`src/include/feat_cfg.svh`:
```
// Feature store configuration
`ifndef FEAT_CFG_SVH
`define FEAT_CFG_SVH

// --------------------
// tile geometry
// --------------------
// tiles per row, then tile rows
`define FEAT_TILES_X 6
`define FEAT_TILES_Y 5

// --------------------
// data widths
// --------------------
// full feature vector and one bank word
`define FEAT_W 192
`define FEAT_MEM_W 64
// words per tile, rounded up
`define FEAT_BEATS ((`FEAT_W + `FEAT_MEM_W - 1) / `FEAT_MEM_W)

// --------------------
// memory layout
// --------------------
// first word of tile 0; odd on purpose so start banks alternate
`define FEAT_BASE_WORD 3
`define FEAT_BANK_DEPTH 48
`define FEAT_TAG_W 8

`endif

```
`src/source/feat_geom_pkg.sv`:
```
// Request-side feature types
`include "feat_cfg.svh"

package feat_geom_pkg;

  // --------------------
  // tile request fields
  // --------------------
  // row and column sized from the tile grid
  typedef logic [$clog2(`FEAT_TILES_Y)-1:0] tile_row_t;
  typedef logic [$clog2(`FEAT_TILES_X)-1:0] tile_col_t;

  // scheduler tag, carried through untouched
  typedef logic [`FEAT_TAG_W-1:0] feat_tag_t;

  // --------------------
  // addressing and payload
  // --------------------
  // global word address before the bank split
  typedef logic [15:0] word_addr_t;

  // burst length in words
  typedef logic [3:0] beat_cnt_t;

  // assembled feature, beat 0 in the low bits
  typedef logic [`FEAT_W-1:0] feat_vec_t;

endpackage

```
`src/source/feat_mem_pkg.sv`:
```
// Bank-side feature store types
`include "feat_cfg.svh"

package feat_mem_pkg;

  // --------------------
  // bank storage
  // --------------------
  // one word as held in a bank
  typedef logic [`FEAT_MEM_W-1:0] mem_word_t;

  // word index inside one bank
  typedef logic [$clog2(`FEAT_BANK_DEPTH)-1:0] bank_addr_t;

  // two banks, interleaved on the low address bit
  typedef logic bank_sel_t;

  // --------------------
  // state machines
  // --------------------
  // bank reader waits or steps through its share
  typedef enum logic {
    RDR_IDLE,
    RDR_BURST
  } rdr_state_t;

  // assembler takes a command, gathers beats and presents the result
  typedef enum logic [1:0] {
    ASM_IDLE,
    ASM_COLLECT,
    ASM_EMIT
  } asm_state_t;

endpackage

```
`src/source/feat_rd_if.sv`:
```


// assembler to one bank reader and back with no back-pressure
interface feat_bank_if;
  import feat_geom_pkg::*;
  import feat_mem_pkg::*;

  logic       start;
  bank_addr_t base_addr;
  bank_sel_t  start_bank;
  beat_cnt_t  beats;
  logic       beat_valid;
  mem_word_t  beat_data;

  modport ctl (output start, base_addr, start_bank, beats, input beat_valid, beat_data);
  modport mem (input start, base_addr, start_bank, beats, output beat_valid, beat_data);
endinterface

```
`src/source/feat_bank_reader.sv`:
```
// Single bank storage and burst reader
`include "feat_cfg.svh"

module feat_bank_reader #(
  parameter int unsigned BANK_ID = 0
) (
  input  logic                     clk,
  input  logic                     rst,
  input  logic                     wr_en,
  input  feat_geom_pkg::word_addr_t wr_addr,
  input  feat_mem_pkg::mem_word_t  wr_data,
  feat_bank_if.mem                 bank
);
  import feat_geom_pkg::*;
  import feat_mem_pkg::*;

  // --------------------
  // storage and write port
  // --------------------
  mem_word_t mem [`FEAT_BANK_DEPTH];

  logic wr_hit;

  // only the writes interleaved onto this bank
  assign wr_hit = wr_en && (wr_addr[0] == bank_sel_t'(BANK_ID));

  always_ff @(posedge clk) begin
    if (wr_hit) begin
      mem[bank_addr_t'(wr_addr >> 1)] <= wr_data;
    end
  end

  // --------------------
  // share of the burst
  // --------------------
  logic       odd_share;
  bank_addr_t first_addr;
  beat_cnt_t  first_cnt;

  // beat parity held here is (bank - start bank) mod 2
  assign odd_share = bank_sel_t'(BANK_ID) ^ bank.start_bank;

  // bank 0 lags by one word when the burst opens in bank 1
  assign first_addr = bank.base_addr
                    + bank_addr_t'(bank_sel_t'(BANK_ID) < bank.start_bank);

  // even beats round up, odd beats round down
  assign first_cnt = odd_share ? (bank.beats >> 1) : ((bank.beats + 4'd1) >> 1);

  // --------------------
  // read sequencer
  // --------------------
  rdr_state_t state;
  beat_cnt_t  remain;
  bank_addr_t rd_addr;
  logic       rd_hit;
  mem_word_t  rd_data;

  always_ff @(posedge clk) begin
    if (rst) begin
      state  <= RDR_IDLE;
      remain <= '0;
      rd_hit <= 1'b0;
    end else begin
      // one cycle of read latency
      rd_hit <= (state == RDR_BURST);
      case (state)
        RDR_IDLE: begin
          if (bank.start && (first_cnt != '0)) begin
            state  <= RDR_BURST;
            remain <= first_cnt;
          end
        end
        RDR_BURST: begin
          remain <= remain - 1'b1;
          if (remain == beat_cnt_t'(1)) begin
            state <= RDR_IDLE;
          end
        end
        default: state <= RDR_IDLE;
      endcase
    end
  end

  // address walk and registered read data
  always_ff @(posedge clk) begin
    if (state == RDR_IDLE && bank.start) begin
      rd_addr <= first_addr;
    end else if (state == RDR_BURST) begin
      rd_addr <= rd_addr + 1'b1;
    end
    if (state == RDR_BURST) begin
      rd_data <= mem[rd_addr];
    end
  end

  assign bank.beat_valid = rd_hit;
  assign bank.beat_data  = rd_data;

endmodule

```
`src/flat_wrapper.sv`:
```
// flat-port wrapper written by rule: the top's interface ports become plain ports
module feat_bank_reader_flat import feat_geom_pkg::*; import feat_mem_pkg::*;
#(
  parameter int unsigned BANK_ID = 0
)
  (clk, rst, wr_en, wr_addr, wr_data, bank_start, bank_base_addr, bank_start_bank, bank_beats, bank_beat_valid, bank_beat_data);
  feat_bank_if bank_i ();
  input  logic clk;
  input  logic rst;
  input  logic wr_en;
  input  feat_geom_pkg::word_addr_t wr_addr;
  input  feat_mem_pkg::mem_word_t wr_data;
  input wire logic [$bits(bank_i.start)-1:0] bank_start;
  input wire logic [$bits(bank_i.base_addr)-1:0] bank_base_addr;
  input wire logic [$bits(bank_i.start_bank)-1:0] bank_start_bank;
  input wire logic [$bits(bank_i.beats)-1:0] bank_beats;
  output wire logic [$bits(bank_i.beat_valid)-1:0] bank_beat_valid;
  output wire logic [$bits(bank_i.beat_data)-1:0] bank_beat_data;
  assign bank_i.start = bank_start;
  assign bank_i.base_addr = bank_base_addr;
  assign bank_i.start_bank = bank_start_bank;
  assign bank_i.beats = bank_beats;
  assign bank_beat_valid = bank_i.beat_valid;
  assign bank_beat_data = bank_i.beat_data;
  feat_bank_reader #(.BANK_ID(BANK_ID)) u_core (.clk(clk), .rst(rst), .wr_en(wr_en), .wr_addr(wr_addr), .wr_data(wr_data), .bank(bank_i));
endmodule
```
`config.mk`:
```
export PLATFORM = sky130hd
export DESIGN_NAME = feat_bank_reader_flat
export DESIGN_NICKNAME = d
export VERILOG_FILES = /design/src/source/feat_geom_pkg.sv /design/src/source/feat_mem_pkg.sv /design/src/source/feat_rd_if.sv /design/src/source/feat_bank_reader.sv /design/src/flat_wrapper.sv
export VERILOG_INCLUDE_DIRS = /design/src /design/src/include
export SDC_FILE = /design/constraint.sdc
export NUM_CORES = 2
export LEC_CHECK = 0
export ABC_AREA = 1
export BUFFER_PORTS_ARGS = -buffer_cell sky130_fd_sc_hd__buf_4
export CORE_MARGIN = 2
export CORE_UTILIZATION = 55
export CTS_BUF_LIST = sky130_fd_sc_hd__clkbuf_4 sky130_fd_sc_hd__clkbuf_8
export DETAILED_ROUTE_END_ITERATION = 7
export PLACE_DENSITY_LB_ADDON = 0.05
export SLEW_MARGIN = 20
export SYNTH_ARGS = -nofsm -noshare
export SYNTH_HDL_FRONTEND = slang
export SYNTH_SLANG_ARGS = --single-unit
```
`constraint.sdc`:
```
create_clock -name clk -period 5.7 [get_ports clk]
set_clock_uncertainty 0.2 [all_clocks]
set_input_delay 0.285 -clock clk [delete_from_list [all_inputs] [get_ports clk]]
set_output_delay 0.285 -clock clk [all_outputs]
set_load 0.005 [all_outputs]
```
**After elaboration in Yosys (flattened, before gate mapping)**

Memories as Yosys holds them, arrays and structs flattened. A register that Yosys moved wholly into a read port is not among the register bits.
Cells that the tools add are included.

- $lt $le $gt $ge: 1
- Reduce and logical (&&, ||, !) cells: 5
- Multiplexer cells: 10
- Equal/unequal tests: 2
- Bitwise gates (word level): 2
- Add/subtract/negate cells: 4

Operator list:

| operator | count |
|---|---|
| 6-bit two-way mux | 2 |
| 4-bit case mux with 2 select lines | 1 |
| 6-bit by 1-bit adder with 6-bit output | 1 |
| 6-bit by 1-bit adder with 6-bit output (second input constant) | 1 |
| 4-bit by 1-bit adder with 4-bit output (second input constant) | 1 |
| 4-bit by 1-bit equality test with 1-bit output (second input constant) | 1 |
| 1-bit two-way mux | 4 |
| 4-bit two-way mux | 1 |
| 4-bit nonzero test | 1 |
| 4-bit by 1-bit subtractor with 4-bit output (second input constant) | 1 |
| 1-bit logical AND | 3 |
| 3-bit two-way mux | 1 |
| 2-bit by 1-bit != test with 1-bit output (second input constant) | 1 |
| 1-bit NOT | 2 |
| 1-bit case mux with 2 select lines | 1 |
| 2-bit nonzero test | 1 |
| 1-bit < comparator (first input constant) | 1 |

- Word-level logic and storage cells: 29
- Memories: 1
- Output and inout port bits: 65
- Bits in writable memories: 3072
- Register bits: 12

Memory list:

| name | words | width | rd ports | clocked after memory_dff | wr ports | line | source |
|---|---|---|---|---|---|---|---|
| u_core.mem | 48 | 64 | 1 | 1 | 1 | feat_bank_reader.sv:20 | `` mem_word_t mem [`FEAT_BANK_DEPTH]; `` |

**Logic depth before layout (Yosys ltp)**

- Depth after elaboration: 6
- Mapped depth: 14
- Mapped depth without buffers: 10

**Worst setup path before layout**

No wires, ideal clock.

- Path type: input to register
- Start point: input port wr_en
- End point: memory u_core.mem[32][0] in the netlist's numbering (enable)
- Cell stages on the path: 4
- Setup slack: 1275 ps
- Required time: 5013 ps
- Data arrival time: 3738 ps
- Cells stage by stage: inv_1 nor2_1 nand4_1 nor2_1

- Cells in the longest elaborated chain, start to end: 3

RTL lines:

| item | line | source |
|---|---|---|
| from (decl) | flat_wrapper.sv:10 | `input logic wr_en;` |
| 1-bit logical AND | feat_bank_reader.sv:25 | `assign wr_hit = wr_en && (wr_addr[0] == bank_sel_t'(BANK_ID));` |
| 1-bit two-way mux | feat_bank_reader.sv:28 | `if (wr_hit) begin` |
| 1-bit two-way mux (not written as such) | feat_bank_reader.sv:29 | `mem[bank_addr_t'(wr_addr >> 1)] <= wr_data;` |
| to (decl) | feat_bank_reader.sv:20 |  |

Every way passes these cells.

==> reports/qor.yml <==
run_status: "completed"
stdcell_area_um2: 145000
seq_area_frac_synth_pct: 73.4
drcViolationCount: 0
net_total_in_the_final_layout: 11724
clock_latency_ns: 1.12
ys_types: 28
grt_overflow_total: 0
finalWeightedCongestion: 0.792
net_count_after_synthesis: 11317
worstPathArrival_ns: 4.72
htree_num_levels: 6
final.setup.tns_ns: 0
detail_route.iter0.violations: 10047
criticalPathCategory: "flip-flop to flip-flop"
antenna_found_initial: 20
worstPathMaxFanout: 73
holdCritPathClass: "input pin to flip-flop"
timing.hold.ws_ns: 0.0950
setup_repair_after_global_routing_missed_its_margin: "false"
timing.critical_path.required_ns: 6.48
post-route-worst-setup-slack_ns: 1.76
yosysWarningCount: 0
critical_path.endpoint_type: "flip-flop"
overall_global_routing_resource_usage_pct: 32.7
areaGrowthSynthToFinish_pct: 12.8
synthCells: 11216
netlist_area_um2: 129000
wl_um: 393000
place_worst_setup_slack_ns: 1.75
vdd_ir_drop_max_mv: 0.275
regToRegSetupSlack_ns: 1.76
r2r-start: "u_core.rd_addr[2]"
core_area_um2: 233000
die_h_um: 488
achievable-frequency_ghz: 0.254
fin_crit_sh_pct: 69.2
startpoint: "u_core.rd_addr[2]"
post_synth_main_area_contributors: "sky130_fd_sc_hd__edfxtp_1 (73%), sky130_fd_sc_hd__nand2_1 (8.3%), sky130_fd_sc_hd__nor2_1 (4.8%)"
final.fill_count: 18258
cellLeakagePower_nw: 53.9
ys_ff_latch: 3148
syn-mean-instance-area_um2: 11.5
cts_buffers: 538
dr.pass1.iters: 6
cap_violations: 0
hold_violations: 0
die_width_um: 488
initial_cell_density_of_the_core_pct: 55.3
placement.io_buffers: 150
hpwlAfterDp_um: 186000
placed_area_um2: 133000
tritoncts: "yes"
crit_end: "u_core.bank.beat_data[36]"
viasPerCell: 5.77
die_area_um2: 238000
root_buffer: "sky130_fd_sc_hd__clkbuf_8"
worst-r2r-cell-count: 9
layout_min_cycle_time_ns: 3.94
tritoncts_num_sinks: 3148
detail_route.wl_per_cell_um: 26.0
clockBufferDepth: 4
setup_viols_final: 0
critPathLaunchType: "flip-flop"
maxSlewViolCount: 0
worst-slew-pin-transition_ns: 1.21
first_global_vias: 82702
yosys.area.top_type: "sky130_fd_sc_hd__edfxtp_1"
via_count: 87341
clkTransAtPathRegs_ns: 0.06
row_count: 177
postRouteAntennaNets: 0
slew-limit-headroom_pct: 19.7
powerDensity_nw_per_um2: 369
post_route_cells_drive_above_1_share_pct: 10.4
first_pass_grt_wire_length_um: 561000
worst_r2r_endpoint: "u_core.bank.beat_data[36]"
top_level_ports: 160
synth.top_cell.area_share_pct: 73.3
count_of_cells_resized_by_post_cts_repair: 0
maximum_number_of_pins_on_one_net_before_global_route_repair: 177
worst min path at each step:
| stage | startpoint | to | slack [ns] | cells past startpoint |
|---|---|---|---|---|
| after CTS | bank_base_addr[5] | u_core.rd_addr[5] | 0.0006 | 5 |
| after global placement | u_core.remain[1] | u_core.remain[1] | 0.29 | 2 |
| final | bank_base_addr[5] | u_core.rd_addr[5] | 0.1 | 5 |
| after global routing | wr_data[27] | u_core.mem[46][27] | 0.07 | 2 |
| after detailed placement | rst | u_core.state | 0.29 | 2 |
| after floorplan | rst | u_core.remain[0] | 0.15 | 1 |
cell usage after synthesis:
| library cell | number |
|---|---|
| sky130_fd_sc_hd__buf_6 | 52 |
| sky130_fd_sc_hd__clkbuf_1 | 215 |
| sky130_fd_sc_hd__a22oi_1 | 2 |
| sky130_fd_sc_hd__buf_2 | 238 |
| sky130_fd_sc_hd__xor2_1 | 2 |
| sky130_fd_sc_hd__o21a_1 | 1 |
| sky130_fd_sc_hd__buf_4 | 58 |
| sky130_fd_sc_hd__o211ai_1 | 64 |
| sky130_fd_sc_hd__nand3_1 | 1086 |
| sky130_fd_sc_hd__o22ai_1 | 1 |
| sky130_fd_sc_hd__or2_2 | 26 |
| sky130_fd_sc_hd__o21ai_1 | 146 |
| sky130_fd_sc_hd__ha_1 | 6 |
| sky130_fd_sc_hd__nor3_1 | 10 |
| sky130_fd_sc_hd__dfxtp_1 | 6 |
| sky130_fd_sc_hd__o21ai_0 | 775 |
| sky130_fd_sc_hd__edfxtp_1 | 3142 |
| sky130_fd_sc_hd__nor2_1 | 1643 |
| sky130_fd_sc_hd__inv_4 | 1 |
| sky130_fd_sc_hd__inv_1 | 676 |
| sky130_fd_sc_hd__buf_1 | 82 |
| sky130_fd_sc_hd__inv_2 | 3 |
| sky130_fd_sc_hd__xnor2_1 | 1 |
| sky130_fd_sc_hd__a21oi_1 | 116 |
| sky130_fd_sc_hd__nand4_1 | 2 |
| sky130_fd_sc_hd__and3_1 | 22 |
| sky130_fd_sc_hd__nand2_1 | 2839 |
| sky130_fd_sc_hd__buf_8 | 1 |
layout by cell type, fill, tap and decap left out, types with 116 or more instances in the layout:
master                          synthesis  layout
sky130_fd_sc_hd__a21oi_1              116     116
sky130_fd_sc_hd__buf_4                 58     268
sky130_fd_sc_hd__clkbuf_4               0     183
sky130_fd_sc_hd__clkbuf_8               0     550
sky130_fd_sc_hd__dlygate4sd3_1          0     146
sky130_fd_sc_hd__edfxtp_1            3142    3142
sky130_fd_sc_hd__inv_1                676     672
sky130_fd_sc_hd__nand2_1             2839    2838
sky130_fd_sc_hd__nand3_1             1086    1086
sky130_fd_sc_hd__nor2_1              1643    1594
sky130_fd_sc_hd__o21ai_0              775     775
sky130_fd_sc_hd__o21ai_1              146     146
routing by layer:
layer | GRT usage, % | share of wire [%] | up-vias
li1 | - | - | 39070
met1 | 44.5 | 40 | 43156
met2 | 53.4 | 48 | 4273
met3 | 5.08 | 8.6 | 840
met4 | 12.4 | 3.7 | 2
met5 | 0 | 0.0018 | -
through the flow:
step	utilization, %	cells	power [W]
floorplan	-	11216	0.0316
global placement	57.3	14044	0.0344
detailed placement	57.3	14044	0.0345
CTS	62.4	15122	0.0537
global route	62.4	15127	0.0556
finish	62.4	15137	0.0536
final cells by class:
type	instances	area, µm²	share of cell area, %
tap	3132	3920	2.70
clock inverter	175	982	0.676
antenna	14	35.0	0.0241
sequential	3148	94500	65.1
inverter	680	2610	1.79
multi-input combinational	6742	28800	19.8
clock buffer	733	8940	6.16
timing repair buffer	513	5460	3.76
flip-flops by register name, indices dropped and copies added (netlist names):
register                flops
u_core.mem               3072
u_core.bank.beat_data      64
u_core.rd_addr              6
u_core.remain               4
u_core.bank.beat_valid      1
u_core.state                1
critical path, stage by stage (launching register included):
cell and delay (ns):
sky130_fd_sc_hd__edfxtp_1 1.00, sky130_fd_sc_hd__nand2_4 0.63, sky130_fd_sc_hd__inv_8 0.84, sky130_fd_sc_hd__buf_12 0.37, sky130_fd_sc_hd__nand2_1 0.09, sky130_fd_sc_hd__a21oi_1 0.12, sky130_fd_sc_hd__nor2_1 0.06, sky130_fd_sc_hd__nand2_1 0.09
sky130_fd_sc_hd__nand3_1 0.18, sky130_fd_sc_hd__nand2_1 0.11
logic make-up (layout without fill, tap and decap cells):
| logic type | count (synthesis) | after routing | share of synthesized area (%) |
|---|---|---|---|
| XOR/XNOR | 3 | 3 | 0.0204 |
| other | 0 | 14 | 0 |
| AND/OR/NAND/NOR | 5628 | 5628 | 17.6 |
| AO/OA/AOI/OAI | 1105 | 1105 | 4.43 |
| flip-flops | 3148 | 3148 | 73.4 |
| buffers and inverters | 1326 | 2101 | 4.58 |
| adder cells (fa/ha/maj) | 6 | 6 | 0.0583 |
power breakdown:
part	switching, W	internal (W)	leakage, nW
combinational	0.00590	0.00238	20.3
sequential	0.000238	0.0257	28.3
clock	0.00901	0.0104	5.23
timing repair:
| action | in CTS | in global routing |
|---|---|---|
| setup buffers | 0 | 0 |
| hold buffers | 170 | 0 |
| hold endpoints to repair | 4088 | 0 |
(Power assumes the default switching activity.)
