**src/include/feat_cfg.svh**
```systemverilog
// Feature store configuration
`ifndef FEAT_CFG_SVH
`define FEAT_CFG_SVH

// --------------------
// tile geometry
// --------------------
// tiles per row, then tile rows
`define FEAT_TILES_X 6
`define FEAT_TILES_Y 5

// --------------------
// data widths
// --------------------
// full feature vector and one bank word
`define FEAT_W 192
`define FEAT_MEM_W 64
// words per tile, rounded up
`define FEAT_BEATS ((`FEAT_W + `FEAT_MEM_W - 1) / `FEAT_MEM_W)

// --------------------
// memory layout
// --------------------
// first word of tile 0; odd on purpose so start banks alternate
`define FEAT_BASE_WORD 3
`define FEAT_BANK_DEPTH 48
`define FEAT_TAG_W 8

`endif

```
**src/source/feat_geom_pkg.sv**
```systemverilog
// Request-side feature types
`include "feat_cfg.svh"

package feat_geom_pkg;

  // --------------------
  // tile request fields
  // --------------------
  // row and column sized from the tile grid
  typedef logic [$clog2(`FEAT_TILES_Y)-1:0] tile_row_t;
  typedef logic [$clog2(`FEAT_TILES_X)-1:0] tile_col_t;

  // scheduler tag, carried through untouched
  typedef logic [`FEAT_TAG_W-1:0] feat_tag_t;

  // --------------------
  // addressing and payload
  // --------------------
  // global word address before the bank split
  typedef logic [15:0] word_addr_t;

  // burst length in words
  typedef logic [3:0] beat_cnt_t;

  // assembled feature, beat 0 in the low bits
  typedef logic [`FEAT_W-1:0] feat_vec_t;

endpackage

```
**src/source/feat_mem_pkg.sv**
```systemverilog
// Bank-side feature store types
`include "feat_cfg.svh"

package feat_mem_pkg;

  // --------------------
  // bank storage
  // --------------------
  // one word as held in a bank
  typedef logic [`FEAT_MEM_W-1:0] mem_word_t;

  // word index inside one bank
  typedef logic [$clog2(`FEAT_BANK_DEPTH)-1:0] bank_addr_t;

  // two banks, interleaved on the low address bit
  typedef logic bank_sel_t;

  // --------------------
  // state machines
  // --------------------
  // bank reader waits or steps through its share
  typedef enum logic {
    RDR_IDLE,
    RDR_BURST
  } rdr_state_t;

  // assembler takes a command, gathers beats and presents the result
  typedef enum logic [1:0] {
    ASM_IDLE,
    ASM_COLLECT,
    ASM_EMIT
  } asm_state_t;

endpackage

```
**src/source/feat_rd_if.sv**
```systemverilog
// Feature read path interfaces

// encoder to assembler command with ready/valid
interface feat_cmd_if;
  import feat_geom_pkg::*;
  import feat_mem_pkg::*;

  logic       valid;
  logic       ready;
  bank_addr_t bank_addr;
  bank_sel_t  start_bank;
  beat_cnt_t  beats;
  feat_tag_t  tag;

  // fields held steady while valid and not ready
  modport src (output valid, bank_addr, start_bank, beats, tag, input ready);
  modport dst (input valid, bank_addr, start_bank, beats, tag, output ready);
endinterface

// assembler to one bank reader and back with no back-pressure
interface feat_bank_if;
  import feat_geom_pkg::*;
  import feat_mem_pkg::*;

  logic       start;
  bank_addr_t base_addr;
  bank_sel_t  start_bank;
  beat_cnt_t  beats;
  logic       beat_valid;
  mem_word_t  beat_data;

  modport ctl (output start, base_addr, start_bank, beats, input beat_valid, beat_data);
  modport mem (input start, base_addr, start_bank, beats, output beat_valid, beat_data);
endinterface

```
**src/source/feat_beat_assembler.sv**
```systemverilog
// Burst fan-out and feature assembly
`include "feat_cfg.svh"

module feat_beat_assembler (
  input  logic                     clk,
  input  logic                     rst,
  feat_cmd_if.dst                  cmd,
  feat_bank_if.ctl                 bank0,
  feat_bank_if.ctl                 bank1,
  output logic                     out_valid,
  output feat_geom_pkg::feat_vec_t out_feat,
  output feat_geom_pkg::feat_tag_t out_tag
);
  import feat_geom_pkg::*;
  import feat_mem_pkg::*;

  asm_state_t state;
  logic       take;
  logic       start_q;
  bank_addr_t base_addr;
  bank_sel_t  start_bank;
  beat_cnt_t  beats;
  feat_tag_t  tag;
  feat_vec_t  feat;
  beat_cnt_t  cnt0;
  beat_cnt_t  cnt1;
  beat_cnt_t  got;
  beat_cnt_t  got_next;
  beat_cnt_t  idx0;
  beat_cnt_t  idx1;

  // --------------------
  // command side
  // --------------------
  assign cmd.ready = (state == ASM_IDLE);
  assign take      = cmd.valid && cmd.ready;

  // same burst description to both banks
  assign bank0.start      = start_q;
  assign bank0.base_addr  = base_addr;
  assign bank0.start_bank = start_bank;
  assign bank0.beats      = beats;
  assign bank1.start      = start_q;
  assign bank1.base_addr  = base_addr;
  assign bank1.start_bank = start_bank;
  assign bank1.beats      = beats;

  // --------------------
  // beat placement
  // --------------------
  // bank 0 parity offset is s, bank 1 is the inverse
  assign idx0     = beat_cnt_t'({cnt0, 1'b0}) + beat_cnt_t'(start_bank);
  assign idx1     = beat_cnt_t'({cnt1, 1'b0}) + beat_cnt_t'(!start_bank);
  assign got_next = got + beat_cnt_t'(bank0.beat_valid) + beat_cnt_t'(bank1.beat_valid);

  always_ff @(posedge clk) begin
    if (rst) begin
      state   <= ASM_IDLE;
      start_q <= 1'b0;
      cnt0    <= '0;
      cnt1    <= '0;
      got     <= '0;
    end else begin
      // start strobe one cycle after the handshake
      start_q <= take;
      case (state)
        ASM_IDLE: begin
          if (take) begin
            state <= ASM_COLLECT;
            cnt0  <= '0;
            cnt1  <= '0;
            got   <= '0;
          end
        end
        ASM_COLLECT: begin
          if (bank0.beat_valid) cnt0 <= cnt0 + 1'b1;
          if (bank1.beat_valid) cnt1 <= cnt1 + 1'b1;
          got <= got_next;
          if (got_next == beats) begin
            state <= ASM_EMIT;
          end
        end
        ASM_EMIT: state <= ASM_IDLE;
        default:  state <= ASM_IDLE;
      endcase
    end
  end

  // latched command fields and feature payload
  always_ff @(posedge clk) begin
    if (take) begin
      base_addr  <= cmd.bank_addr;
      start_bank <= cmd.start_bank;
      beats      <= cmd.beats;
      tag        <= cmd.tag;
    end
    // both banks may land a word in the same cycle
    if (state == ASM_COLLECT && bank0.beat_valid) begin
      feat[idx0*`FEAT_MEM_W +: `FEAT_MEM_W] <= bank0.beat_data;
    end
    if (state == ASM_COLLECT && bank1.beat_valid) begin
      feat[idx1*`FEAT_MEM_W +: `FEAT_MEM_W] <= bank1.beat_data;
    end
  end

  // --------------------
  // result
  // --------------------
  assign out_valid = (state == ASM_EMIT);
  assign out_feat  = feat;
  assign out_tag   = tag;

endmodule

```
**src/flat_wrapper.sv**
```systemverilog
// flat-port wrapper written by rule: the top's interface ports become plain ports
module feat_beat_assembler_flat import feat_geom_pkg::*; import feat_mem_pkg::*;
  (clk, rst, out_valid, out_feat, out_tag, cmd_valid, cmd_bank_addr, cmd_start_bank, cmd_beats, cmd_tag, cmd_ready, bank0_start, bank0_base_addr, bank0_start_bank, bank0_beats, bank0_beat_valid, bank0_beat_data, bank1_start, bank1_base_addr, bank1_start_bank, bank1_beats, bank1_beat_valid, bank1_beat_data);
  feat_cmd_if cmd_i ();
  feat_bank_if bank0_i ();
  feat_bank_if bank1_i ();
  input  logic clk;
  input  logic rst;
  output logic out_valid;
  output feat_geom_pkg::feat_vec_t out_feat;
  output feat_geom_pkg::feat_tag_t out_tag;
  input wire logic [$bits(cmd_i.valid)-1:0] cmd_valid;
  input wire logic [$bits(cmd_i.bank_addr)-1:0] cmd_bank_addr;
  input wire logic [$bits(cmd_i.start_bank)-1:0] cmd_start_bank;
  input wire logic [$bits(cmd_i.beats)-1:0] cmd_beats;
  input wire logic [$bits(cmd_i.tag)-1:0] cmd_tag;
  output wire logic [$bits(cmd_i.ready)-1:0] cmd_ready;
  output wire logic [$bits(bank0_i.start)-1:0] bank0_start;
  output wire logic [$bits(bank0_i.base_addr)-1:0] bank0_base_addr;
  output wire logic [$bits(bank0_i.start_bank)-1:0] bank0_start_bank;
  output wire logic [$bits(bank0_i.beats)-1:0] bank0_beats;
  input wire logic [$bits(bank0_i.beat_valid)-1:0] bank0_beat_valid;
  input wire logic [$bits(bank0_i.beat_data)-1:0] bank0_beat_data;
  output wire logic [$bits(bank1_i.start)-1:0] bank1_start;
  output wire logic [$bits(bank1_i.base_addr)-1:0] bank1_base_addr;
  output wire logic [$bits(bank1_i.start_bank)-1:0] bank1_start_bank;
  output wire logic [$bits(bank1_i.beats)-1:0] bank1_beats;
  input wire logic [$bits(bank1_i.beat_valid)-1:0] bank1_beat_valid;
  input wire logic [$bits(bank1_i.beat_data)-1:0] bank1_beat_data;
  assign cmd_i.valid = cmd_valid;
  assign cmd_i.bank_addr = cmd_bank_addr;
  assign cmd_i.start_bank = cmd_start_bank;
  assign cmd_i.beats = cmd_beats;
  assign cmd_i.tag = cmd_tag;
  assign cmd_ready = cmd_i.ready;
  assign bank0_start = bank0_i.start;
  assign bank0_base_addr = bank0_i.base_addr;
  assign bank0_start_bank = bank0_i.start_bank;
  assign bank0_beats = bank0_i.beats;
  assign bank0_i.beat_valid = bank0_beat_valid;
  assign bank0_i.beat_data = bank0_beat_data;
  assign bank1_start = bank1_i.start;
  assign bank1_base_addr = bank1_i.base_addr;
  assign bank1_start_bank = bank1_i.start_bank;
  assign bank1_beats = bank1_i.beats;
  assign bank1_i.beat_valid = bank1_beat_valid;
  assign bank1_i.beat_data = bank1_beat_data;
  feat_beat_assembler u_core (.clk(clk), .rst(rst), .cmd(cmd_i), .bank0(bank0_i), .bank1(bank1_i), .out_valid(out_valid), .out_feat(out_feat), .out_tag(out_tag));
endmodule
```
**config.mk**
```make
export PLATFORM = sky130hd
export DESIGN_NAME = feat_beat_assembler_flat
export DESIGN_NICKNAME = d
export VERILOG_FILES = /design/src/source/feat_geom_pkg.sv /design/src/source/feat_mem_pkg.sv /design/src/source/feat_rd_if.sv /design/src/source/feat_beat_assembler.sv /design/src/flat_wrapper.sv
export VERILOG_INCLUDE_DIRS = /design/src /design/src/include
export SDC_FILE = /design/constraint.sdc
export NUM_CORES = 1
export LEC_CHECK = 0
export ABC_CLOCK_PERIOD_IN_PS = 3800
export BUFFER_PORTS_ARGS = -buffer_cell sky130_fd_sc_hd__buf_2
export CAP_MARGIN = 20
export CORE_MARGIN = 10
export CORE_UTILIZATION = 45
export CTS_CLUSTER_DIAMETER = 120
export DETAILED_ROUTE_END_ITERATION = 10
export PLACE_DENSITY = 0.73
export RECOVER_POWER = 25
export SLEW_MARGIN = 40
export SYNTH_ARGS = -nofsm -noshare
export SYNTH_HDL_FRONTEND = slang
export SYNTH_SLANG_ARGS = --single-unit
```
**constraint.sdc**
```tcl
create_clock -name clk -period 3.8 [get_ports clk]
set_input_delay 0.19 -clock clk [delete_from_list [all_inputs] [get_ports clk]]
set_output_delay 0.19 -clock clk [all_outputs]
set_load 0.05 [all_outputs]
```
# Yosys cells after proc, flatten, opt, wreduce, memory -nomap -nowiden
# Index checks and enable logic that the tools add are counted.
# word_totals
ff_bits	226
input_bits	152
output_inout_bits	226
wordCells	52
# classes
addsub	8
n_eq_ne	7
shift	4
mux	13
n_reduce_logical	10
# ops
cell	count
$bwmux 192	2
$mux 192	2
$shift 64x34->192 const A	2
$shiftx 64x34->192	2
$neg 10->34	2
$pmux 4 s2	3
$add 4x1->4	4
$mux 4	3
$add 4x1->4 const B	2
$ne 2x2->1 const B	3
$reduce_and 3->1	2
$eq 4x4->1	1
$mux 2	2
$pmux 2 s2	1
$reduce_and 2->1	2
$logic_and 1x1->1	3
$eq 2x1->1 const B	1
$eq 2x2->1 const B	1
$logic_not 2->1	1
$ne 2x1->1 const B	1
$reduce_bool 2->1	1
$logic_not 1->1	1

# Depth between registers and ports, before layout
# logic_depth
word_depth	7
mapped_depth	11
depth_no_buf	9

# Worst setup path before layout
# No wires, ideal clock.
# synth_path
path_kind	reg-to-reg
start	reg u_core.start_bank, in the netlist u_core.bank0.start_bank
end	reg u_core.feat[13], in the netlist u_core.out_feat[13]
setup_ps	123
arrival_ps	2345
t_required_ps	3677
setup_slack_ps	1332
path_stages_with_launch	10
path_buffers	2
period_less_slack_ps	2468
path_cell_list	edfxtp_1 inv_1 ha_1 xnor2_1 nand3b_1 buf_2 buf_1 nor3b_1 a22oi_1 a2bb2oi_1
# synth_between
elab_chain_cells	7
elab_cells_between_ends	13
cone_classes	add/sub (4); shift (4); mux (4); reduce/logical (1)
# synth_rtl
item	line_no	text
from (decl)	feat_beat_assembler.sv:21	bank_sel_t start_bank;
from (signal assigned)	feat_beat_assembler.sv:93	start_bank <= cmd.start_bank;
$add 4x1->4	feat_beat_assembler.sv:52	assign idx0 = beat_cnt_t'({cnt0, 1'b0}) + beat_cnt_t'(start_bank);
$neg 10->34	feat_beat_assembler.sv:99	feat[idx0*`FEAT_MEM_W +: `FEAT_MEM_W] <= bank0.beat_data;
$shiftx 64x34->192 or $shift 64x34->192 (tied branches)	feat_beat_assembler.sv:99	
$bwmux 192	feat_beat_assembler.sv:99	
$mux 192	feat_beat_assembler.sv:98	if (state == ASM_COLLECT && bank0.beat_valid) begin
$bwmux 192	feat_beat_assembler.sv:102	feat[idx1*`FEAT_MEM_W +: `FEAT_MEM_W] <= bank1.beat_data;
$mux 192 *	feat_beat_assembler.sv:101	if (state == ASM_COLLECT && bank1.beat_valid) begin
to (signal, indexed assignment)	feat_beat_assembler.sv:99	
to (signal, indexed assignment)	feat_beat_assembler.sv:102	
to (decl)	feat_beat_assembler.sv:24	feat_vec_t feat;
# Mark *: on every way between the ends. The rest lies on a longest branch, timed or not.
# A chain may end at the register's enable or synchronous reset.

# Final worst setup path
# layout_path
start	reg u_core.start_bank, in the netlist u_core.bank0.start_bank
end	reg u_core.feat[74], in the netlist u_core.out_feat[74]
# The elaborated chain is that of the path after synthesis.

==> reports/results.md <==
## Status
* **outcome** finished, final reports clean

## Yosys
* **largest area contributor in the netlist** sky130_fd_sc_hd__dfxtp_1
* **most area-consuming cells after synthesis** sky130_fd_sc_hd__dfxtp_1 38%, sky130_fd_sc_hd__a22oi_1 11%, sky130_fd_sc_hd__o21ai_0 6.0%
* **flops & latches, synth** 224
* **Net Count, Synth** 1375
* **area share of the largest cell type after synthesis** 38.3%
* **proportion of synthesized chip area in sequential cells** 43.6%
* **average footprint of a synthesized cell** 8.84 sq um
* **Post-synth EDFFs** 19
* **number of warning messages in the yosys log** 0
* **asr flop ratio synth** 0%
* **dominant synthesized flop cell** sky130_fd_sc_hd__dfxtp_1
* **combined area of all synthesized cells** 0.0107 sq mm
* **count of distinct cell types in the synthesized netlist** 46
* **synthesized netlist cell count** 1213

## Worst hold path
* **Worst Hold Path EP** u_core.out_feat[138]
* **worst hold start** bank0_beat_data[10]
* **Hold Path Depth** 3
* **type of the tightest min-delay check** in2reg

## GRT
* **first-pass GRT wire length** 68200 um
* **Total GRT Usage** 27.3%
* **remaining global-route overflow** 0
* **maximum number of pins on one net before global-route repair** 129
* **antenna violations before repair** 5
* **via count of the first global-routing pass** 12000

## Placement
* **post-place setup slack** 0.713 ns
* **placed wire-length estimate after detailed placement** 27500 um
* **number of buffers added on ports** 377
* **placer congestion estimate** 0.880

## Route
* **drt drc** 0
* **Post-Route M1 WL** 17200 um
* **first-pass iteration count of the detailed router** 6
* **final antenna-violating net count** 0
* **routed length on met2** 20400 um
* **DR vias/cell** 6.20
* **routed wire length on met3** 4880 um
* **Starting DRT DRC Count** 1468
* **highest layer used for signal routing** met5
* **total number of vias** 11900
* **total wirelength of the detailed-routed design** 44100 um
* **average wire per cell in the routed design** 23.1 um

## STA
* **maximum clock rate** 315 MHz
* **fin worst setup slack** 0.630 ns
* **Total Negative Setup Slacks** 0 ns
* **Fin Hold WS** 0.0397 ns
* **share of the clock period used by the worst path** 83.4%
* **setup skew after layout** 0.0166 ns
* **worst max-slew margin expressed relative to the limit** 41.6%
* **Max Slew Vio Count** 0
* **RSZ-0062 raised after global routing** false
* **slew at the pin with the worst max-slew slack** 0.876 ns
* **count of final hold-check violations** 0
* **# setup viols final** 0
* **Final min period** 3.17 ns

## Setup path
* **Worst Path Required** 4.24 ns
* **arrival time at the worst endpoint** 3.61 ns
* **setup slack on the worst flop-to-flop path** 0.63 ns
* **beginning of the worst register-to-register path** u_core.bank0.start_bank
* **category of the worst setup path launch point** flip-flop
* **reg2reg path depth** 7
* **worst-path maximum fanout** 104
* **kind of critical path** reg2reg
* **CP Capture Type** flip-flop
* **reg-to-reg endpoint** u_core.out_feat[74]

## Clock network
* **clock latency reported for the late side of the worst-skew pair** 0.52 ns
* **CTS Root Cell** sky130_fd_sc_hd__clkbuf_16
* **H-Tree Depth** 1
* **buffers from clock root to sink, at most** 3
* **Clock Sinks** 224
* **number of buffers created by CTS** 24
* **clock transition at the register clock pins on the worst setup and hold paths after CTS** 0.06 ns
* **total of cells resized after clock tree synthesis** 0
* **clock tree from TritonCTS** yes

## Job
* **number of max-cap violations** 0

## Power and ir drop
* **post-layout power** 9.76 mW
* **leakage power summed over all cells** 5.87 nW
* **power per unit of standard cell area** 693 mW/mm^2
* **VDD IR max** 0.457 mV

## Floorplanning
* **die outline area** 0.0304 sq mm
* **number of rows in the core area** 56
* **core box area** 0.0235 sq mm
* **height of the die** 174 um
* **number of top-level pins** 378
* **Initial Util** 45.7%
* **die extent in x** 174 um

## Final layout
* **leading cell types in the layout, fill and taps excluded** 280 x sky130_fd_sc_hd__buf_2, 205 x sky130_fd_sc_hd__dfxtp_1, 164 x sky130_fd_sc_hd__a22oi_1, 128 x sky130_fd_sc_hd__o21ai_0, 102 x sky130_fd_sc_hd__clkbuf_1
* **area added between synthesis and finish** 31.4%
* **share of cells above drive strength 1** 22.9%
* **leading cell type in the layout, fill and taps excluded** sky130_fd_sc_hd__buf_2
* **final net count** 1735

## Yosys cell counts (11+ instances only)
library cell	instances
sky130_fd_sc_hd__edfxtp_1	19
sky130_fd_sc_hd__and3_1	64
sky130_fd_sc_hd__dfxtp_1	205
sky130_fd_sc_hd__a21oi_1	71
sky130_fd_sc_hd__o21ai_0	128
sky130_fd_sc_hd__nor3b_1	65
sky130_fd_sc_hd__nor2_1	11
sky130_fd_sc_hd__buf_4	27
sky130_fd_sc_hd__a2bb2oi_1	31
sky130_fd_sc_hd__a211oi_1	63
sky130_fd_sc_hd__clkbuf_1	86
sky130_fd_sc_hd__a22oi_1	164
sky130_fd_sc_hd__buf_2	31
sky130_fd_sc_hd__a31oi_1	64
sky130_fd_sc_hd__nand2_1	99
## routing by layer
layer | GRT usage, % | vias to the layer above
met3 | 7.35 | 132
met1 | 33.6 | 5607
met2 | 43.7 | 818
met4 | 12.1 | 2
li1 | - | 5304
met5 | 0 | -
## timing repair
item / 4_1_cts / 5_1_grt
endpoints found under the hold margin: 210 / 0
setup buffers: 0 / 0
hold buffers: 84 / 0
## power breakdown
group / total, mW / switching (mW) / leakage [nW] / internal [mW]
combinational: 4.00 / 3.10 / 3.60 / 0.899
clock: 2.39 / 0.977 / 0.391 / 1.42
sequential: 3.37 / 0.373 / 1.88 / 3.00
total: 9.76 / 4.45 / 5.87 / 5.31
## worst max-delay path: stages (launching register included)
cell and delay, ns:
sky130_fd_sc_hd__edfxtp_1 0.58, sky130_fd_sc_hd__nand2_2 0.12, sky130_fd_sc_hd__ha_2 0.84, sky130_fd_sc_hd__inv_1 0.32
sky130_fd_sc_hd__nor4_4 0.43, sky130_fd_sc_hd__buf_12 0.44, sky130_fd_sc_hd__a211oi_1 0.12, sky130_fd_sc_hd__a21oi_1 0.19
## registers in the layout, indices dropped and copies added (netlist names)
name and cells:
u_core.bank0.base_addr 6, u_core.bank0.beats 4, u_core.bank0.start 1, u_core.bank0.start_bank 1
u_core.cnt0 3, u_core.cnt1 3, u_core.got 4, u_core.out_feat 192
u_core.out_tag 8, u_core.state 2
## worst max path at each step
| stage | start | endpoint | slack, ns | cells after the start |
|---|---|---|---|---|
| 5_1_grt | u_core.bank0.start_bank | u_core.out_feat[129] | 0.37 | 7 |
| 3_5_place_dp | u_core.bank0.start_bank | u_core.out_feat[180] | 0.71 | 7 |
| 4_1_cts | u_core.bank0.start_bank | u_core.out_feat[180] | 0.69 | 7 |
| 6_report | u_core.bank0.start_bank | u_core.out_feat[74] | 0.63 | 7 |
| 2_1_floorplan | u_core.bank0.start_bank | u_core.out_feat[13] | 1.33 | 9 |
| 3_3_place_gp | u_core.cnt1[0] | u_core.out_feat[181] | 0.80 | 9 |
## area by class of cell
type / count / area (sq um)
Timing Repair Buffer: 491 / 2890
Clock inverter: 7 / 87.6
Fill cell: 2076 / 9390
Sequential cell: 224 / 4670
Antenna cell: 4 / 10.0
Tap cell: 319 / 399
Multi-Input combinational cell: 826 / 5290
Clock buffer: 35 / 704
Inverter: 6 / 22.5
## metrics by stage
| stage | instance area (sq um) | std cells | util [%] |
|---|---|---|---|
| 2_1_floorplan | 10700 | 1213 | - |
| 3_3_place_gp | 12600 | 1782 | 53.5 |
| 3_5_place_dp | 12600 | 1782 | 53.5 |
| 4_1_cts | 14200 | 1908 | 60.5 |
| 5_1_grt | 14100 | 1912 | 60.0 |
| 6_report | 14100 | 1912 | 60.0 |
## logic make-up after synthesis
family,share of synthesized area (%)
flip-flops,43.6
AO/OA/AOI/OAI,31.9
buffers and inverters,7.58
AND/OR/NAND/NOR,14.8
adder cells (fa/ha/maj),1.24
XOR/XNOR,0.817
multiplexers,0.105
Note: power is estimated with default switching activity, not from simulation.
