===== src/include/feat_cfg.svh =====
// Feature store configuration
`ifndef FEAT_CFG_SVH
`define FEAT_CFG_SVH

// --------------------
// tile geometry
// --------------------
// tiles per row, then tile rows
`define FEAT_TILES_X 6
`define FEAT_TILES_Y 5

// --------------------
// data widths
// --------------------
// full feature vector and one bank word
`define FEAT_W 192
`define FEAT_MEM_W 64
// words per tile, rounded up
`define FEAT_BEATS ((`FEAT_W + `FEAT_MEM_W - 1) / `FEAT_MEM_W)

// --------------------
// memory layout
// --------------------
// first word of tile 0; odd on purpose so start banks alternate
`define FEAT_BASE_WORD 3
`define FEAT_BANK_DEPTH 48
`define FEAT_TAG_W 8

`endif


===== src/source/feat_geom_pkg.sv =====
// Request-side feature types
`include "feat_cfg.svh"

package feat_geom_pkg;

  // --------------------
  // tile request fields
  // --------------------
  // row and column sized from the tile grid
  typedef logic [$clog2(`FEAT_TILES_Y)-1:0] tile_row_t;
  typedef logic [$clog2(`FEAT_TILES_X)-1:0] tile_col_t;

  // scheduler tag, carried through untouched
  typedef logic [`FEAT_TAG_W-1:0] feat_tag_t;

  // --------------------
  // addressing and payload
  // --------------------
  // global word address before the bank split
  typedef logic [15:0] word_addr_t;

  // burst length in words
  typedef logic [3:0] beat_cnt_t;

  // assembled feature, beat 0 in the low bits
  typedef logic [`FEAT_W-1:0] feat_vec_t;

endpackage


===== src/source/feat_mem_pkg.sv =====
// Bank-side feature store types
`include "feat_cfg.svh"

package feat_mem_pkg;

  // --------------------
  // bank storage
  // --------------------
  // one word as held in a bank
  typedef logic [`FEAT_MEM_W-1:0] mem_word_t;

  // word index inside one bank
  typedef logic [$clog2(`FEAT_BANK_DEPTH)-1:0] bank_addr_t;

  // two banks, interleaved on the low address bit
  typedef logic bank_sel_t;

  // --------------------
  // state machines
  // --------------------
  // bank reader waits or steps through its share
  typedef enum logic {
    RDR_IDLE,
    RDR_BURST
  } rdr_state_t;

  // assembler takes a command, gathers beats and presents the result
  typedef enum logic [1:0] {
    ASM_IDLE,
    ASM_COLLECT,
    ASM_EMIT
  } asm_state_t;

endpackage


===== src/source/feat_rd_if.sv =====
// Feature read path interfaces

// encoder to assembler command with ready/valid
interface feat_cmd_if;
  import feat_geom_pkg::*;
  import feat_mem_pkg::*;

  logic       valid;
  logic       ready;
  bank_addr_t bank_addr;
  bank_sel_t  start_bank;
  beat_cnt_t  beats;
  feat_tag_t  tag;

  // fields held steady while valid and not ready
  modport src (output valid, bank_addr, start_bank, beats, tag, input ready);
  modport dst (input valid, bank_addr, start_bank, beats, tag, output ready);
endinterface



===== src/source/feature_sram_rd_addr_encode.sv =====
// Tile request to bank address encoder
`include "feat_cfg.svh"

module feature_sram_rd_addr_encode (
  input  logic                    clk,
  input  logic                    rst,
  input  logic                    rd_valid,
  output logic                    rd_ready,
  input  feat_geom_pkg::tile_row_t rd_row,
  input  feat_geom_pkg::tile_col_t rd_col,
  input  feat_geom_pkg::feat_tag_t rd_tag,
  feat_cmd_if.src                 cmd
);
  import feat_geom_pkg::*;

  // --------------------
  // one-deep request buffer
  // --------------------
  logic      buf_full;
  tile_row_t buf_row;
  tile_col_t buf_col;
  feat_tag_t buf_tag;

  logic push;
  logic pop;

  // buffer drains when the assembler accepts the command
  assign pop = buf_full && cmd.ready;

  // free slot, or the current entry leaves this cycle
  assign rd_ready = !buf_full || pop;
  assign push     = rd_valid && rd_ready;

  always_ff @(posedge clk) begin
    if (rst) begin
      buf_full <= 1'b0;
    end else begin
      if (push) begin
        buf_full <= 1'b1;
      end else if (pop) begin
        buf_full <= 1'b0;
      end
    end
  end

  // payload captured on push
  always_ff @(posedge clk) begin
    if (push) begin
      buf_row <= rd_row;
      buf_col <= rd_col;
      buf_tag <= rd_tag;
    end
  end

  // --------------------
  // address mapping
  // --------------------
  word_addr_t tile_idx;
  word_addr_t base_word;

  // row-major tile index
  assign tile_idx = word_addr_t'(buf_row) * word_addr_t'(`FEAT_TILES_X)
                  + word_addr_t'(buf_col);

  // each tile owns FEAT_BEATS consecutive words
  assign base_word = word_addr_t'(`FEAT_BASE_WORD)
                   + tile_idx * word_addr_t'(`FEAT_BEATS);

  // --------------------
  // command out
  // --------------------
  assign cmd.valid = buf_full;

  // low bit picks the bank, the rest addresses inside it
  assign cmd.start_bank = base_word[0];
  assign cmd.bank_addr  = base_word[$bits(cmd.bank_addr):1];

  // burst length fixed by the feature width
  assign cmd.beats = beat_cnt_t'(`FEAT_BEATS);
  assign cmd.tag   = buf_tag;

endmodule


===== src/flat_wrapper.sv =====
// flat-port wrapper written by rule: the top's interface ports become plain ports
module feature_sram_rd_addr_encode_flat import feat_geom_pkg::*;
  (clk, rst, rd_valid, rd_ready, rd_row, rd_col, rd_tag, cmd_valid, cmd_bank_addr, cmd_start_bank, cmd_beats, cmd_tag, cmd_ready);
  feat_cmd_if cmd_i ();
  input  logic clk;
  input  logic rst;
  input  logic rd_valid;
  output logic rd_ready;
  input  feat_geom_pkg::tile_row_t rd_row;
  input  feat_geom_pkg::tile_col_t rd_col;
  input  feat_geom_pkg::feat_tag_t rd_tag;
  output wire logic [$bits(cmd_i.valid)-1:0] cmd_valid;
  output wire logic [$bits(cmd_i.bank_addr)-1:0] cmd_bank_addr;
  output wire logic [$bits(cmd_i.start_bank)-1:0] cmd_start_bank;
  output wire logic [$bits(cmd_i.beats)-1:0] cmd_beats;
  output wire logic [$bits(cmd_i.tag)-1:0] cmd_tag;
  input wire logic [$bits(cmd_i.ready)-1:0] cmd_ready;
  assign cmd_valid = cmd_i.valid;
  assign cmd_bank_addr = cmd_i.bank_addr;
  assign cmd_start_bank = cmd_i.start_bank;
  assign cmd_beats = cmd_i.beats;
  assign cmd_tag = cmd_i.tag;
  assign cmd_i.ready = cmd_ready;
  feature_sram_rd_addr_encode u_core (.clk(clk), .rst(rst), .rd_valid(rd_valid), .rd_ready(rd_ready), .rd_row(rd_row), .rd_col(rd_col), .rd_tag(rd_tag), .cmd(cmd_i));
endmodule

===== config.mk =====
export PLATFORM = sky130hd
export DESIGN_NAME = feature_sram_rd_addr_encode_flat
export DESIGN_NICKNAME = d
export VERILOG_FILES = /design/src/source/feat_geom_pkg.sv /design/src/source/feat_mem_pkg.sv /design/src/source/feat_rd_if.sv /design/src/source/feature_sram_rd_addr_encode.sv /design/src/flat_wrapper.sv
export VERILOG_INCLUDE_DIRS = /design/src /design/src/include
export SDC_FILE = /design/constraint.sdc
export NUM_CORES = 1
export LEC_CHECK = 0
export BUFFER_PORTS_ARGS = -buffer_cell sky130_fd_sc_hd__buf_2
export CORE_MARGIN = 2
export CORE_UTILIZATION = 45
export DETAILED_ROUTE_END_ITERATION = 10
export MAX_ROUTING_LAYER = met4
export PLACE_DENSITY = 0.87
export SETUP_SLACK_MARGIN = 0.15
export SYNTH_ARGS = -nofsm -noshare
export SYNTH_HDL_FRONTEND = slang
export SYNTH_SLANG_ARGS = --single-unit

===== constraint.sdc =====
create_clock -name clk -period 5.1 [get_ports clk]
set_input_delay 1.275 -clock clk [delete_from_list [all_inputs] [get_ports clk]]
set_output_delay 1.275 -clock clk [all_outputs]
set_load 0.01 [all_outputs]

Yosys cells after proc, flatten, opt, wreduce, memory -nomap -nowiden
Index checks and enable logic that the tools add are counted.
{"block": "totals", "mem_bits_rw": 0, "ff_bits": 15, "mem_bits_ro": 0, "inputBits": 18, "elab_cells": 15, "latch_bits": 0, "n_memories": 0}
{"block": "classes", "muxes": 2, "reduce_logical": 5, "n_eq_ne": 0, "addsub": 2, "magnitude_cmp": 0, "mul": 2, "shifts": 0, "div_mod_pow": 0, "bitwise": 0}
{"operator": "multiplier 16 x 2 -> 7 bit (second input constant)", "n": 1}
{"operator": "adder 2 x 7 -> 7 bit (first input constant)", "n": 1}
{"operator": "adder 6 x 3 -> 7 bit", "n": 1}
{"operator": "multiplier 3 x 2 -> 5 bit (second input constant)", "n": 1}
{"operator": "logical AND 1 bit", "n": 2}
{"operator": "two-way mux 1 bit", "n": 2}
{"operator": "nonzero test 2 bit", "n": 1}
{"operator": "zero test 1 bit", "n": 1}
{"operator": "logical OR 1 bit", "n": 1}

Logic depth before layout (Yosys ltp)
Gate-level depths: netlist of the first run.
{"block": "depth", "ltp_word": 4, "depth_mapped": 13}

Worst setup path before layout of the first run
OpenSTA, ideal clock, no wires.
{"block": "synth_timing", "path_kind": "register to output", "startpoint": "register u_core.buf_row[1]", "endpoint": "output cmd_bank_addr[5]", "required_time_ns": 3.825, "stages_incl_launch_ff": 12, "arrival_time_ns": 2.954, "path_buffers": 0, "slack_ns": 0.871, "path_cell_list": "edfxtp_1 > ha_1 > inv_1 > fa_1 > inv_1 > ha_1 > ha_1 > a31o_1 > a21oi_1 > o21ai_0 > a211o_1 > and4_1"}
{"block": "synth_between", "elab_chain_len": 4}
{"item": "from (decl)", "line": "feature_sram_rd_addr_encode.sv:20", "rtl": "tile_row_t buf_row;"}
{"item": "from (signal assigned)", "line": "feature_sram_rd_addr_encode.sv:49", "rtl": "buf_row <= rd_row;"}
{"item": "multiplier 3 x 2 -> 5 bit", "line": "feature_sram_rd_addr_encode.sv:62", "rtl": "assign tile_idx = word_addr_t'(buf_row) * word_addr_t'(`FEAT_TILES_X)"}
{"item": "adder 6 x 3 -> 7 bit", "line": "feature_sram_rd_addr_encode.sv:62"}
{"item": "multiplier 16 x 2 -> 7 bit", "line": "feature_sram_rd_addr_encode.sv:67", "rtl": "+ tile_idx * word_addr_t'(`FEAT_BEATS);"}
{"item": "adder 2 x 7 -> 7 bit", "line": "feature_sram_rd_addr_encode.sv:66", "rtl": "assign base_word = word_addr_t'(`FEAT_BASE_WORD)"}
{"item": "to (decl)", "line": "flat_wrapper.sv:13", "rtl": "output wire logic [$bits(cmd_i.bank_addr)-1:0] cmd_bank_addr;"}
Every way passes these cells.

Final worst setup path of the first run
Ends and elaborated chain as after synthesis.

==> impl_metrics.yaml, run 1 <==
clock_network:
  post_cts_buffers: 0
  clkLatencyLatePin_ps: 280
  cts.sinks: 15
  ctsHoldBuffers: 0
  cts-htree-levels: 1
  cts_buffers: 3
  cts_buffer_depth: 2
  path_clk_slew_ps: 80
  clock-root-buffer: "clkbuf_4"
  cts_tree: "yes"
yosys:
  synth_cell_types: 27
  synth_top_area_share: 0.428
  synthTopCellsByArea: "edfxtp_1, ha_1, xnor2_1, inv_1, fa_1"
  ys_seq_area_frac: 0.448
  async_reset_ff_frac: 0
  synth_area_leader_cell: "edfxtp_1"
  synth_ff_type: "edfxtp_1"
  yosysWarningCount: 0
  synth_seq_cells: 15
  synth_edf_count: 14
  yosysMostFrequentCell: "edfxtp_1"
  syn-instance-count: 84
  synth_commonest_cells: "edfxtp_1, ha_1, inv_1"
  avgSynthCellArea_um2: 11.7
  syn-cell-area_um2: 982
die:
  die_h_um: 50.7
  dieArea_um2: 2570
  io_pins: 39
  core-area_um2: 2000
  start_util: 0.491
  rows: 16
  die_w_um: 50.7
final_layout:
  nNetsFinal: 154
  seq_area_um2: 440
  multi_input_area_um2: 482
  synthToLayoutAreaGrowth_pct: 21.5
  diodes: 0
  fillCellCount: 179
  drive_gt1_frac: 0.342
  stdcell_area_um2: 1190
worst_setup_path:
  critPathCaptureType: "primary output"
  startpoint_type: "flop"
  r2r-start: "u_core.cmd.valid"
  critical_path_class: "reg2out"
  arrival_ps: 3490
  crit_start: "u_core.buf_row[1]"
  r2r_cells: 2
  r2r_setup_slack_ps: 3810
  critPathRequiredTime_ps: 3830
  crit_fanout: 3
  worstReg2RegEnd: "u_core.cmd.tag[1]"
grt:
  grt_pass1_wl_um: 2300
  grt_max_degree: 15
  grt_antenna_before_repair: 0
  grt_pass1_vias: 632
  grt-ovfl-total: 0
  grt_usage: 0.126
power_and_ir_drop:
  p_leak_nw: 0.556
  powerDensity_nw_per_um2: 371
  pwr-share-seq: 0.330
  p_int_mw: 0.283
  switchingPower_mw: 0.160
  combPwrFrac: 0.523
  power_frac_clock: 0.147
  power.share.switching: 0.361
  peakVddDrop_mv: 0.317
run_status:
  outcome: "completed"
timing:
  drv_slew: 0
  tns_ps: 0
  worst_slew_pin_slew_ps: 582
  hold_viol_final: 0
  rsz0062_at_grt: "no"
  period_needed_ps: 4770
  timing.final.crit_share: 0.935
  skew_ps: 4.24
  max_freq_mhz: 210
  max-slew-margin-rel: 0.612
  finalSetupViolCount: 0
placed_design:
  dp_hpwl_um: 1380
  place_congestion: 0.816
  port_buffers: 34
  placed_area_um2: 1160
routing:
  drc: 0
  vias_per_cell: 4.91
  avgRoutedWirePerCell_um: 11.0
  vias: 722
  drt_iter0_drc: 2
  routed_wl_um: 1620
  detail-route-antenna-nets: 0
  drt-pass1-iter-count: 4
hold_path:
  hold_depth: 2
  hold_end: "u_core.cmd.valid"
  hp-class: "reg2reg"
  min_from: "u_core.cmd.valid"
flow_run:
  cap_violations: 0
## per-stage QoR
| step | hold slack (ps) | cells | worst slack (ps) | power, mW | util |
|---|---|---|---|---|---|
| after floorplan | 593 | 86 | 871 | 0.312 | - |
| after global placement | 489 | 143 | 688 | 0.368 | 0.581 |
| after detailed placement | 512 | 143 | 582 | 0.378 | 0.581 |
| after CTS | 527 | 147 | 264 | 0.444 | 0.594 |
| after global routing | 570 | 147 | 154 | 0.473 | 0.596 |
| final | 517 | 147 | 333 | 0.443 | 0.596 |
## how the worst max path moves through the flow
stage / slack [ps] / endpoint / cells past startpoint
5_1_grt: 150 / cmd_bank_addr[5] / 14
6_report: 330 / cmd_bank_addr[5] / 14
3_3_place_gp: 690 / cmd_bank_addr[5] / 12
4_1_cts: 260 / cmd_bank_addr[5] / 12
3_5_place_dp: 580 / cmd_bank_addr[5] / 12
2_1_floorplan: 870 / cmd_bank_addr[5] / 11
## flip-flops by register name, indices dropped and copies added, names as in the netlist
name	count
u_core.cmd.valid	1
u_core.cmd.tag	8
u_core.buf_col	3
u_core.buf_row	3
## critical path: stages (launching register included)
cell      delay, ps
edfxtp_1        380
ha_1            170
inv_1            50
fa_1            380
xor2_1          200
or2_4           260
nor2_1          120
xnor2_1         140
ha_1            260
ha_1            340
a21oi_1         190
o21ai_0         130
a211o_1         280
and4_1          180
buf_2           130
## cell usage in the layout, fill, tap and decap left out, types with 2 or more instances in the layout
master / instances
fa_1: 2
buf_2: 34
o21ai_0: 2
nand4_1: 2
ha_1: 13
a21oi_1: 5
inv_1: 11
edfxtp_1: 14
xor2_1: 3
xnor2_1: 6
clkbuf_4: 3
nand2_1: 3
nor2_1: 2
conb_1: 4
## layout make-up
| type | instances | share of cell area |
|---|---|---|
| sequential | 15 | 0.369 |
| timing repair buffer | 34 | 0.143 |
| clock buffer | 4 | 0.0220 |
| tap | 27 | 0.0283 |
| inverter | 11 | 0.0346 |
| multi-input combinational | 56 | 0.404 |
## power groups by stage
| stage | Clock [mW] | Sequential [mW] | Combinational [mW] |
|---|---|---|---|
| 6_report | 0.0651 | 0.146 | 0.232 |
| 5_1_grt | 0.0713 | 0.147 | 0.254 |
| 4_1_cts | 0.0681 | 0.146 | 0.230 |
| 3_5_place_dp | 0 | 0.149 | 0.229 |
| 3_3_place_gp | 0 | 0.149 | 0.219 |
| 2_1_floorplan | 0 | 0.151 | 0.161 |
## kinds of logic after synthesis
kind of cell | synth area share
compound gates | 0.108
xor+xnor | 0.0803
fa+ha+maj | 0.206
buf+inv | 0.0726
flops | 0.448
other cells | 0.00765
simple gates | 0.0765
## per-layer routing
metal / part of all wire / GRT usage / vias up
met5: 0 / - / -
met4: 0.025 / 0.0811 / 0
met3: 0.075 / 0.0327 / 5
met2: 0.52 / 0.228 / 36
met1: 0.38 / 0.117 / 327
li1: - / - / 354
## repair_timing
action	in CTS	in global routing
setup endpoints to repair	0	1
gates resized for setup	0	1
endpoints found under the hold margin	0	0
Note: power is estimated with default switching activity, not from simulation.
==> run 2, diff against run 1 <==
Settings changed: PLACE_DENSITY 0.87 to 0.75.
==> run 2 against run 1 <==
Against the previous run:
- hold slack gained 2.6 ps
- first-iteration DRC count grew to 7.0 times the previous value
- sequential power is essentially flat
- fmax is 0.61% higher
- sequential cell count did not move
- core utilization rose by 0.63 points
- wire length is 2.4% lower
- die area did not move
- global-route usage rose by 0.94 points
- total power grew 1.2%
- critical path depth decreased by 1
- combinational power rose by 2%
==> impl_metrics.yaml, run 2 (synthesized netlist as in run 1, its figures left out) <==
worst_setup_path:
  critPathCaptureType: "primary output"
  critical_path_class: "reg2out"
  r2r-start: "u_core.cmd.valid"
  critPathRequiredTime_ps: 3830
  cp_num_cells: 13
  arrival_ps: 3460
  path_delay_family: "adder cells"
  worstReg2RegEnd: "u_core.cmd.tag[0]"
  cp_num_buf_inv: 2
  r2r_setup_slack_ps: 3790
  worst_path_most_repeated_cell: "ha_1"
  crit_chain: "ha_1, inv_1, fa_1, or2_4, nor2_1, xnor2_1, ha_1, ha_1, a21oi_2, o21ai_0, a211o_1, and4_1, buf_2"
  cpPeakStageDelay_ps: 460
  r2r_cells: 2
  startpoint_type: "flop"
  crit_path_top_delay_cell: "fa_1"
  crit_fanout: 3
timing:
  holdWs_ps: 520
  skew_ps: 6.37
  drv_slew: 0
  timing.final.crit_share: 0.929
  hold_viol_final: 0
  finalSetupViolCount: 0
  max-slew-margin-rel: 0.588
  tns_ps: 0
  period_needed_ps: 4740
  rsz0062_at_grt: "no"
  fin_ws_ps: 362
  max_freq_mhz: 211
  worst_slew_pin_slew_ps: 618
placed_design:
  place_congestion: 0.759
  port_buffers: 34
  pre_cts_slack_ps: 600
  dp_hpwl_um: 1390
  dp_cells: 143
die:
  core-area_um2: 2000
  start_util: 0.491
  dieArea_um2: 2570
  die_h_um: 50.7
  rows: 16
  io_pins: 39
  die_w_um: 50.7
final_layout:
  drive_gt1_frac: 0.367
  seq_area_um2: 440
  fillCellCount: 181
  final_cells: 147
  multi_input_area_um2: 493
  nNetsFinal: 154
  postLayoutCoreUtil: 0.603
  diodes: 0
  layout_commonest_cell: "buf_2"
  mostFrequentLayoutCells: "buf_2, edfxtp_1, ha_1"
  largest_reg_flops: 8
  synthToLayoutAreaGrowth_pct: 22.8
grt:
  grt_max_degree: 15
  grt_pass1_vias: 677
  grt-ovfl-total: 0
  grt_pass1_wl_um: 2540
  grt_usage: 0.136
  grt_antenna_before_repair: 0
routing:
  routed_wl_um: 1580
  drt_iter0_drc: 14
  drt-pass1-iter-count: 4
  vias: 721
  detail-route-antenna-nets: 0
  drc: 0
  avgRoutedWirePerCell_um: 10.7
  vias_per_cell: 4.90
clock_network:
  cts_tree: "yes"
  clkLatencyLatePin_ps: 280
  cts.sinks: 15
  clock-root-buffer: "clkbuf_4"
  path_clk_slew_ps: 90
  cts_buffer_depth: 2
  cts-htree-levels: 1
  cts_buffers: 3
hold_path:
  hold_end: "u_core.cmd.valid"
  hold_depth: 2
  hp-class: "reg2reg"
  min_from: "u_core.cmd.valid"
power_and_ir_drop:
  p_leak_nw: 0.561
  powerDensity_nw_per_um2: 372
  peakVddDrop_mv: 0.225
run_status:
  outcome: "completed"
flow_run:
  cap_violations: 0
run 2: cell count changes in the layout (fill, tap and decap cells not counted), sizes merged:
| cell | delta |
|---|---|
| clkbuf | -1 |
| clkinv | +1 |
run 2: per-stage QoR:
stage               power (mW)  instance area (um2)
floorplan                0.312                  990
global placement         0.370                 1160
detailed placement       0.380                 1160
CTS                      0.448                 1190
global route             0.484                 1210
finish                   0.448                 1210
run 2: worst register-to-register path: cells and delay by family, from the launching register on:
| kind | cells | cell delay [ps] |
|---|---|---|
| DFF | 1 | 320 |
| and+or+nand+nor | 2 | 640 |
run 2: cell type report:
cell class	count	area share
Multi-Input combinational cell	56	0.409
Sequential cell	15	0.365
Timing Repair Buffer	34	0.141
Inverter	11	0.0342
Tap cell	27	0.0280
Clock buffer	3	0.0187
Clock inverter	1	0.00415
run 2: metal layers:
layer | track usage | vias to the layer above | share of wire
met5 | - | - | 0
met4 | 0.0541 | 0 | 0.0063
met3 | 0.0268 | 2 | 0.068
met2 | 0.243 | 38 | 0.53
met1 | 0.146 | 328 | 0.39
li1 | - | 353 | -
run 2: worst max path at each step:
stage | start | end | slack, ps
final | u_core.buf_row[0] | cmd_bank_addr[5] | 360
after global routing | u_core.buf_row[0] | cmd_bank_addr[5] | 150
after detailed placement | u_core.buf_row[1] | cmd_bank_addr[5] | 600
after CTS | u_core.buf_row[1] | cmd_bank_addr[5] | 270
after global placement | u_core.buf_row[1] | cmd_bank_addr[5] | 690
after floorplan | u_core.buf_row[1] | cmd_bank_addr[5] | 870
run 2: report_power, final:
| part | total (mW) | switching [mW] | internal [mW] |
|---|---|---|---|
| sequential | 0.146 | 0.00310 | 0.143 |
| combinational | 0.236 | 0.125 | 0.112 |
| clock | 0.0656 | 0.0366 | 0.0291 |
| total | 0.448 | 0.164 | 0.284 |
run 2: timing repair:
item / 4_1_cts / 5_1_grt
hold endpoints to repair: 0 / 0
setup endpoints to repair: 0 / 1
buffers inserted: 0 / 0
hold buffers: 0 / 0
resized for setup: 0 / 3
